===== src/armModePkg.sv =====
`default_nettype none

package armModePkg;

  // Architectural mode encodings
  typedef enum logic [4:0] {
    modeUsr = 5'b10000,
    modeFiq = 5'b10001,
    modeIrq = 5'b10010,
    modeSvc = 5'b10011,
    modeAbt = 5'b10111,
    modeUnd = 5'b11011,
    modeSys = 5'b11111
  } procMode;

  typedef struct packed {
    logic [3:0]  flags;      // N Z C V
    logic [18:0] reserved;
    logic        abortMask;  // Bit 8
    logic        irqMask;
    logic        fiqMask;
    logic        thumb;
    procMode     mode;       // Bits 4:0
  } psrWord;

  // Saved register slot of each exception mode
  typedef enum logic [2:0] {
    bankSvc  = 3'd0,
    bankAbt  = 3'd1,
    bankUnd  = 3'd2,
    bankIrq  = 3'd3,
    bankFiq  = 3'd4,
    bankNone = 3'd7  // usr, sys or a bad code
  } bankIdx;

  function automatic bankIdx modeBank(procMode m);
    case (m)
      modeSvc: return bankSvc;
      modeAbt: return bankAbt;
      modeUnd: return bankUnd;
      modeIrq: return bankIrq;
      modeFiq: return bankFiq;
      default: return bankNone;
    endcase
  endfunction

  // True for the seven defined modes only
  function automatic logic modeLegal(logic [4:0] code);
    case (code)
      modeUsr, modeFiq, modeIrq, modeSvc,
      modeAbt, modeUnd, modeSys: return 1'b1;
      default:                   return 1'b0;
    endcase
  endfunction

endpackage

`default_nettype wire


===== src/psrCtrlPkg.sv =====
`default_nettype none

package psrCtrlPkg;

  import armModePkg::*;

  // Same bit order as the writeback exception bus, fiq in bit 0
  typedef struct packed {
    logic undef;
    logic swi;
    logic prefetchAbort;
    logic dataAbort;
    logic irq;
    logic fiq;
  } excVector;

  typedef struct packed {
    logic       toSpsr;     // Target the saved register
    logic [3:0] fieldMask;  // One bit per byte lane
  } msrCtrl;

  // Byte lane positions inside fieldMask
  localparam int LaneControl   = 0;  // Bits 7:0
  localparam int LaneExtension = 1;  // Bits 15:8
  localparam int LaneStatus    = 2;  // Bits 23:16
  localparam int LaneFlags     = 3;  // Bits 31:24

  typedef struct packed {
    logic    take;
    procMode targetMode;
    bankIdx  bank;         // Where the old word is saved
    logic    useNewFlags;  // Save freshly selected flags
    logic    setFiqMask;
  } excEntry;

  // Writeback actions, listed in no priority order
  typedef enum logic [2:0] {
    actHold,
    actException,
    actMsrCpsr,
    actMsrSpsr,
    actRestore,
    actFlags
  } psrAction;

endpackage

`default_nettype wire


===== src/exceptionPrioritizer.sv =====
`default_nettype none

module exceptionPrioritizer (
  input  psrCtrlPkg::excVector Exc,
  input  armModePkg::procMode  CurMode,
  output psrCtrlPkg::excEntry  Entry
);

  import armModePkg::*;
  import psrCtrlPkg::*;

  // Fill in one entry descriptor for a target mode
  function automatic excEntry describe(procMode target, logic newFlags, logic maskFiq);
    excEntry e;
    e.take        = 1'b1;
    e.targetMode  = target;
    e.bank        = modeBank(target);
    e.useNewFlags = newFlags;  // Late exceptions keep the last flag result
    e.setFiqMask  = maskFiq;
    return e;
  endfunction

  // Fixed priority walk
  // An exception aimed at the current mode drops out and the next one is tried
  always_comb begin
    Entry = '{
      take:        1'b0,
      targetMode:  CurMode,
      bank:        bankNone,
      useNewFlags: 1'b0,
      setFiqMask:  1'b0
    };
    if (Exc.dataAbort && CurMode != modeAbt) begin
      Entry = describe(modeAbt, 1'b1, 1'b0);
    end else if (Exc.fiq && CurMode != modeFiq) begin
      Entry = describe(modeFiq, 1'b1, 1'b1);  // Only fiq masks fiq
    end else if (Exc.irq && CurMode != modeIrq) begin
      Entry = describe(modeIrq, 1'b1, 1'b0);
    end else if (Exc.prefetchAbort && CurMode != modeAbt) begin
      Entry = describe(modeAbt, 1'b0, 1'b0);  // Shares the abort bank
    end else if (Exc.undef && CurMode != modeUnd) begin
      Entry = describe(modeUnd, 1'b0, 1'b0);
    end else if (Exc.swi && CurMode != modeSvc) begin
      Entry = describe(modeSvc, 1'b0, 1'b0);
    end
  end

  // Every taken exception must land in a banked mode
  assert final (!Entry.take || Entry.bank != bankNone)
    else $error("exception taken without a saved register bank");

endmodule

`default_nettype wire


===== src/msrMerge.sv =====
`default_nettype none

module msrMerge (
  input  psrCtrlPkg::msrCtrl Ctrl,
  input  logic [31:0]        Operand,  // MSR source value
  input  armModePkg::psrWord Cpsr,
  input  armModePkg::psrWord CurSpsr,
  output armModePkg::psrWord MsrWord
);

  import armModePkg::*;
  import psrCtrlPkg::*;

  psrWord      oldWord;
  logic        privileged;
  logic [3:0]  laneWrite;
  logic [31:0] merged;

  // Old value of whichever register is written
  assign oldWord    = Ctrl.toSpsr ? CurSpsr : Cpsr;
  assign privileged = Cpsr.mode != modeUsr;  // sys counts as privileged

  // Flags lane open in every mode
  assign laneWrite[LaneFlags]     = Ctrl.fieldMask[LaneFlags];
  assign laneWrite[LaneStatus]    = Ctrl.fieldMask[LaneStatus] & privileged;
  assign laneWrite[LaneExtension] = Ctrl.fieldMask[LaneExtension] & privileged;
  assign laneWrite[LaneControl]   = Ctrl.fieldMask[LaneControl] & privileged;

  always_comb begin
    merged = oldWord;
    for (int lane = 0; lane < 4; lane++) begin
      if (laneWrite[lane]) begin
        merged[lane*8 +: 8] = Operand[lane*8 +: 8];
      end
    end
    // Bad mode code still updates the mask and thumb bits
    if (laneWrite[LaneControl] && !modeLegal(Operand[4:0])) begin
      merged[4:0] = oldWord.mode;
    end
  end

  assign MsrWord = psrWord'(merged);

  // Merge never turns a legal mode into an illegal one
  assert final (!modeLegal(oldWord.mode) || modeLegal(MsrWord.mode))
    else $error("MSR produced illegal mode %b", MsrWord.mode);

endmodule

`default_nettype wire


===== src/spsrBank.sv =====
`default_nettype none

module spsrBank (
  input  logic                clk,
  input  logic                reset,
  input  logic                WriteEn,
  input  armModePkg::bankIdx  WriteIdx,
  input  armModePkg::psrWord  WriteData,
  input  armModePkg::procMode ReadMode,   // Current mode
  input  armModePkg::psrWord  Cpsr,       // Fallback when no bank exists
  output armModePkg::psrWord  ReadData
);

  import armModePkg::*;

  localparam int NumBanks = 5;  // svc abt und irq fiq

  psrWord bankQ [NumBanks];
  bankIdx readIdx;

  always_ff @(posedge clk) begin
    if (reset) begin
      for (int i = 0; i < NumBanks; i++) begin
        bankQ[i] <= '0;
      end
    end else if (WriteEn && WriteIdx != bankNone) begin
      bankQ[WriteIdx] <= WriteData;
    end
  end

  // usr and sys read back the current word
  assign readIdx  = modeBank(ReadMode);
  assign ReadData = (readIdx == bankNone) ? Cpsr : bankQ[readIdx];

  // Upstream action decode must never aim a write at a missing bank
  assert property (@(posedge clk) disable iff (reset) WriteEn |-> WriteIdx != bankNone)
    else $error("bank write with no target bank");

endmodule

`default_nettype wire


===== src/statusRegister.sv =====
`default_nettype none

module statusRegister #(
  parameter armModePkg::procMode ResetMode = armModePkg::modeSvc
) (
  input  logic                clk,
  input  logic                reset,
  input  logic                NotStallW,      // Write enable for all state
  input  logic [3:0]          FlagsNext,
  input  logic                FlagsWrite,
  input  logic                CoProcFlagUpd,
  input  logic [31:0]         Operand,        // ALU result
  input  psrCtrlPkg::msrCtrl  Msr,
  input  logic                RestoreCpsr,
  input  psrCtrlPkg::excEntry Entry,
  input  armModePkg::psrWord  MsrWord,
  output armModePkg::psrWord  Cpsr,
  output armModePkg::psrWord  CurSpsr
);

  import armModePkg::*;
  import psrCtrlPkg::*;

  // All interrupts masked, flags clear
  localparam psrWord ResetWord = '{
    flags:     4'b0000,
    reserved:  19'b0,
    abortMask: 1'b1,
    irqMask:   1'b1,
    fiqMask:   1'b1,
    thumb:     1'b0,
    mode:      ResetMode
  };

  psrWord     cpsrQ;
  psrWord     cpsrNext;
  psrWord     entryWord;
  psrWord     savedWord;
  psrAction   action;
  logic [3:0] flagsSel;
  logic [3:0] entryFlags;
  logic       hasSpsr;
  logic       msrValid;
  logic       bankWe;
  bankIdx     bankWrIdx;
  psrWord     bankWrData;

  // Coprocessor transfer takes flags straight off the ALU result
  assign flagsSel = CoProcFlagUpd ? Operand[31:28] : FlagsNext;
  assign hasSpsr  = modeBank(cpsrQ.mode) != bankNone;
  assign msrValid = Msr.fieldMask != 4'b0000;  // Empty mask is no MSR

  // Priority decode, ignored requests fall to hold
  always_comb begin
    if (Entry.take) begin
      action = actException;
    end else if (msrValid && !Msr.toSpsr) begin
      action = actMsrCpsr;
    end else if (msrValid) begin
      action = hasSpsr ? actMsrSpsr : actHold;  // No saved word in usr or sys
    end else if (RestoreCpsr) begin
      action = hasSpsr ? actRestore : actHold;
    end else if (FlagsWrite) begin
      action = actFlags;
    end else begin
      action = actHold;
    end
  end

  // Entry words
  assign entryFlags = Entry.useNewFlags ? flagsSel : cpsrQ.flags;

  always_comb begin
    savedWord       = cpsrQ;
    savedWord.flags = entryFlags;  // Old bits 27:0 kept as they are
    entryWord           = '0;      // Reserved, abort mask and thumb cleared
    entryWord.flags     = entryFlags;
    entryWord.irqMask   = 1'b1;
    entryWord.fiqMask   = Entry.setFiqMask | cpsrQ.fiqMask;
    entryWord.mode      = Entry.targetMode;
  end

  always_comb begin
    cpsrNext   = cpsrQ;
    bankWe     = 1'b0;
    bankWrIdx  = modeBank(cpsrQ.mode);
    bankWrData = MsrWord;
    case (action)
      actException: begin
        cpsrNext   = entryWord;
        bankWe     = 1'b1;
        bankWrIdx  = Entry.bank;
        bankWrData = savedWord;
      end
      actMsrCpsr: cpsrNext = MsrWord;
      actMsrSpsr: bankWe   = 1'b1;      // Current mode's bank
      actRestore: cpsrNext = CurSpsr;
      actFlags:   cpsrNext.flags = flagsSel;
      default:    cpsrNext = cpsrQ;
    endcase
  end

  always_ff @(posedge clk) begin
    if (reset) begin
      cpsrQ <= ResetWord;
    end else if (NotStallW) begin
      cpsrQ <= cpsrNext;
    end
  end

  assign Cpsr = cpsrQ;

  spsrBank bank0 (
    .clk       (clk),
    .reset     (reset),
    .WriteEn   (bankWe & NotStallW),
    .WriteIdx  (bankWrIdx),
    .WriteData (bankWrData),
    .ReadMode  (cpsrQ.mode),
    .Cpsr      (cpsrQ),
    .ReadData  (CurSpsr)
  );

  // Only a restore of a never-written bank can leave the defined modes
  assert property (@(posedge clk) disable iff (reset)
      modeLegal(cpsrQ.mode) && !(NotStallW && action == actRestore)
      |=> modeLegal(cpsrQ.mode))
    else $error("current mode left the legal set");

endmodule

`default_nettype wire


===== src/psrUnit.sv =====
`default_nettype none

module psrUnit #(
  parameter armModePkg::procMode ResetMode = armModePkg::modeSvc
) (
  input  logic                 clk,
  input  logic                 reset,
  input  logic [3:0]           FlagsNext,
  input  logic                 FlagsWrite,
  input  logic [31:0]          AluOut,
  input  psrCtrlPkg::msrCtrl   Msr,
  input  psrCtrlPkg::excVector Exceptions,
  input  logic                 RestoreCpsr,
  input  logic                 NotStallW,
  input  logic                 CoProcFlagUpd,
  output armModePkg::psrWord   CpsrData,
  output armModePkg::psrWord   SpsrData
);

  import armModePkg::*;
  import psrCtrlPkg::*;

  excEntry entry;    // Exception entry descriptor
  psrWord  msrWord;  // Merged MSR result

  exceptionPrioritizer prio0 (
    .Exc     (Exceptions),
    .CurMode (CpsrData.mode),
    .Entry   (entry)
  );

  msrMerge merge0 (
    .Ctrl    (Msr),
    .Operand (AluOut),
    .Cpsr    (CpsrData),
    .CurSpsr (SpsrData),
    .MsrWord (msrWord)
  );

  statusRegister #(
    .ResetMode (ResetMode)
  ) status0 (
    .clk           (clk),
    .reset         (reset),
    .NotStallW     (NotStallW),
    .FlagsNext     (FlagsNext),
    .FlagsWrite    (FlagsWrite),
    .CoProcFlagUpd (CoProcFlagUpd),
    .Operand       (AluOut),
    .Msr           (Msr),
    .RestoreCpsr   (RestoreCpsr),
    .Entry         (entry),
    .MsrWord       (msrWord),
    .Cpsr          (CpsrData),
    .CurSpsr       (SpsrData)
  );

endmodule

`default_nettype wire


===== config.mk =====
export PLATFORM = sky130hd
export DESIGN_NAME = psrUnit
export DESIGN_NICKNAME = d
export VERILOG_FILES = /design/src/armModePkg.sv /design/src/psrCtrlPkg.sv /design/src/exceptionPrioritizer.sv /design/src/msrMerge.sv /design/src/spsrBank.sv /design/src/statusRegister.sv /design/src/psrUnit.sv
export SDC_FILE = /design/constraint.sdc
export NUM_CORES = 1
export LEC_CHECK = 0
export BUFFER_PORTS_ARGS = -buffer_cell sky130_fd_sc_hd__buf_2
export CORE_ASPECT_RATIO = 0.8
export CORE_MARGIN = 2
export CORE_UTILIZATION = 40
export DETAILED_ROUTE_END_ITERATION = 8
export GPL_TIMING_DRIVEN = 0
export SYNTH_ARGS = -nofsm -noshare
export SYNTH_HDL_FRONTEND = slang
export SYNTH_SLANG_ARGS = --single-unit
export TNS_END_PERCENT = 20

===== constraint.sdc =====
create_clock -name clk -period 10.3 [get_ports clk]
set_input_delay 0.515 -clock clk [delete_from_list [all_inputs] [get_ports clk]]
set_output_delay 0.515 -clock clk [all_outputs]
set_load 0.01 [all_outputs]

==> out/qor.csv <==
metric,value,unit
Hold Fails Final Rpt,0,
Total GRT Usage,0.308,
Synth Area in Simple Gates,0.158,
Remaining DRCs,0,
Starting Density,0.409,
Via Count,10500,
fin crit period,4800,ps
Seq pwr share,0.435,
Slew headroom,0.148,
H-tree Lvls,1,
drt first-iter violations,1562,
top_reg_cell synth,edfxtp_1,
main combinational cell family by area after synthesis,compound AO/OA/AOI/OAI gates,
Place WS,6120,ps
status,completed,
CTS Root Buffer Type,clkbuf_16,
Die Area,0.0293,mm²
I/O Buffers,114,
IO Count,117,
Die H,154,µm
ANT nets after route,0,
syn avg cell area,10.2,µm²
mapped cell area,0.0112,mm²
Mapped Cells,1093,
Final period util,0.466,
Synth top area share,0.491,
area of the multi-input gates,0.00467,mm²
Finished Layout Cells,1642,
Worst Setup Start Kind,flip-flop,
first-pass GRT wire length,65800,µm
setup TNS,0,ps
power share of the clock group,0.375,
fraction of registers with async set/reset,0,
Clock Sinks,215,
Synth area leader,edfxtp_1,
Post-Synth Adder-Cell Area,0,
routability cong.,0.966,
setup repair after global routing missed its margin,no,
Area contributors post-synth,"edfxtp_1 49%, nor2_1 7.0%, dfxtp_1 5.7%",
Setup CP Type,flip-flop to output pin,
Die Width,191,µm
switching pwr,696,µW
Power Internal,1.60,mW
crit path DAT,4280,ps
Worst EP required,9790,ps
CTS clock-pin slew for the worst setup and hold paths,70,ps
fillers,2581,
Placed Area,0.0124,mm²
Final Util,0.483,
ratio of cells with drive above 1 in the final layout,0.170,
Setup crit end kind,output pin,
DR WL/cell,27.9,µm
# setup viols final,0,
worst hold slack,201,ps
worst min path class,input port to flip-flop,
worst-margin pin slew,1270,ps
CTS tree,yes,
Sequential cell area,0.00614,mm²
via density per instance,6.37,
sw frac,0.303,
"Distinct cells, synth",79,
drt first pass iters,6,
Final WS setup,5500,ps
Combinational Power Share,0.190,
Max Cap Viol,0,
Resized cells post-CTS,0,
Layout Nets,1314,
Clock Path Buffers,3,
total gr overflow,0,
clock buffer count from CTS,24,
placed cell count,1599,
initial antenna violation count,1,
pin count of the biggest net entering global routing,23,
"Hold-fix buffers, CTS",0,
VDD IR-drop max,0.114,mV
Fmax achieved,0.209,GHz
Inserted Diodes,0,
Clock Skew,27.8,ps
area grow syn2layout,18.0,%
Synth Register Bits,215,
worst-path fanout max,10,
WL final,45900,µm
Core Footprint,0.0274,mm²
vias in the first global route,9588,
"Slew Viols, Final",0,
number of synthesized flops with an enable pin,183,
worst skew pair latency,550,ps
area fraction in compound gates after synthesis,0.227,
Post-Synth XOR/XNOR Area,0.000783,
fin area,0.0132,mm²
register area share after synthesis,0.548,
post-synthesis mux area share,0.0223,
Cell Pwr Density,174,mW/mm²
Yosys Warn Count,0,
HPWL Detailed,32300,µm
# Post-CTS Setup Buffers,0,
Leak,5.01,nW
row count,54,
total power,2.29,mW
synth_stat cells, types with 3 or more instances:
master       n
a2bb2oi_1    7
inv_1       41
nand4_1      5
nor2_1     209
o31ai_1      5
a221oi_1     6
edfxtp_1   183
a21oi_1     62
o22ai_1      6
o221ai_1     6
a31o_2       3
dfxtp_1     32
a221o_1     21
a22oi_1     16
o21ai_0     58
a211oi_1    17
o211ai_1     4
or3_1        4
nor2b_1     10
a311oi_1     3
o221a_2     13
and2_1       4
a31oi_1     11
nand2b_1    15
clkbuf_1    61
a211o_1      7
o2bb2ai_1   28
nor3_1      11
buf_1        3
mux2i_1     17
a222oi_1    21
nand3_1     31
nand3b_1     3
o21ai_1      7
mux2_2       7
a32oi_1      9
buf_2       12
and3_1      11
o21a_1       8
nand2_1     62
o211a_1      3
cells by family after synthesis:
group / after synthesis
buffers and inverters: 120
XOR/XNOR: 1
other: 1
AO/OA/AOI/OAI: 345
AND/OR/NAND/NOR: 387
multiplexers: 24
flip-flops: 215
per-layer routing:
| metal | global-route usage | share of wire | vias to the layer above |
|---|---|---|---|
| met1 | 0.454 | 0.42 | 5101 |
| li1 | - | - | 4506 |
| met4 | 0.0989 | 0.036 | 0 |
| met3 | 0.0813 | 0.14 | 91 |
| met2 | 0.436 | 0.41 | 762 |
| met5 | 0 | 0 | - |
registers in the layout, indices dropped and copies added, names as in the netlist:
name                 count
status0.bank0.bankQ    183
status0.Cpsr            32
worst max-delay path: stages (launching register included):
cell and delay, ps:
dfxtp_1 370, buf_2 270, nand2_1 320, nor3_1 840
buf_2 530, clkbuf_1 500, nand2_1 110, a2bb2oi_1 560
buf_2 260
power by group through the flow:
| stage | Sequential [mW] | Clock [mW] | Combinational [mW] |
|---|---|---|---|
| final | 0.998 | 0.859 | 0.436 |
| after global routing | 1.00 | 0.891 | 0.457 |
| after CTS | 0.998 | 0.856 | 0.423 |
| after detailed placement | 1.02 | 0 | 0.421 |
| after global placement | 1.02 | 0 | 0.413 |
| after floorplan | 1.01 | 0 | 0.239 |
path summary, 6_finish.rpt:
path	startpoint	end	slack [ps]	cells after the start
hold reg to reg	status0.Cpsr[24]	status0.Cpsr[24]	500	1
hold / removal	AluOut[19]	status0.Cpsr[19]	200	3
setup / recovery	status0.Cpsr[0]	SpsrData[8]	5500	8
setup reg to reg	status0.Cpsr[2]	status0.bank0.bankQ[4][18]	5910	9
cell type report:
type / count / area share
multi-input combinational: 780 / 0.354
tap: 364 / 0.0345
clock buffer: 27 / 0.0463
buffer: 79 / 0.0250
clock inverter: 16 / 0.0117
sequential: 215 / 0.465
timing repair buffer: 120 / 0.0522
inverter: 41 / 0.0117
layout by cell type (no fill, tap or decap), types with 16 or more instances in the layout:
cell type,count
o21ai_0,57
clkbuf_16,24
inv_1,41
a211oi_1,17
edfxtp_1,183
a22oi_1,16
clkbuf_1,64
o2bb2ai_1,28
a21oi_1,62
dfxtp_1,32
conb_1,23
a222oi_1,21
buf_2,126
a221o_1,21
mux2i_1,17
nand2_1,62
nand3_1,31
nor2_1,209
Power figures use the tool's default switching activity.
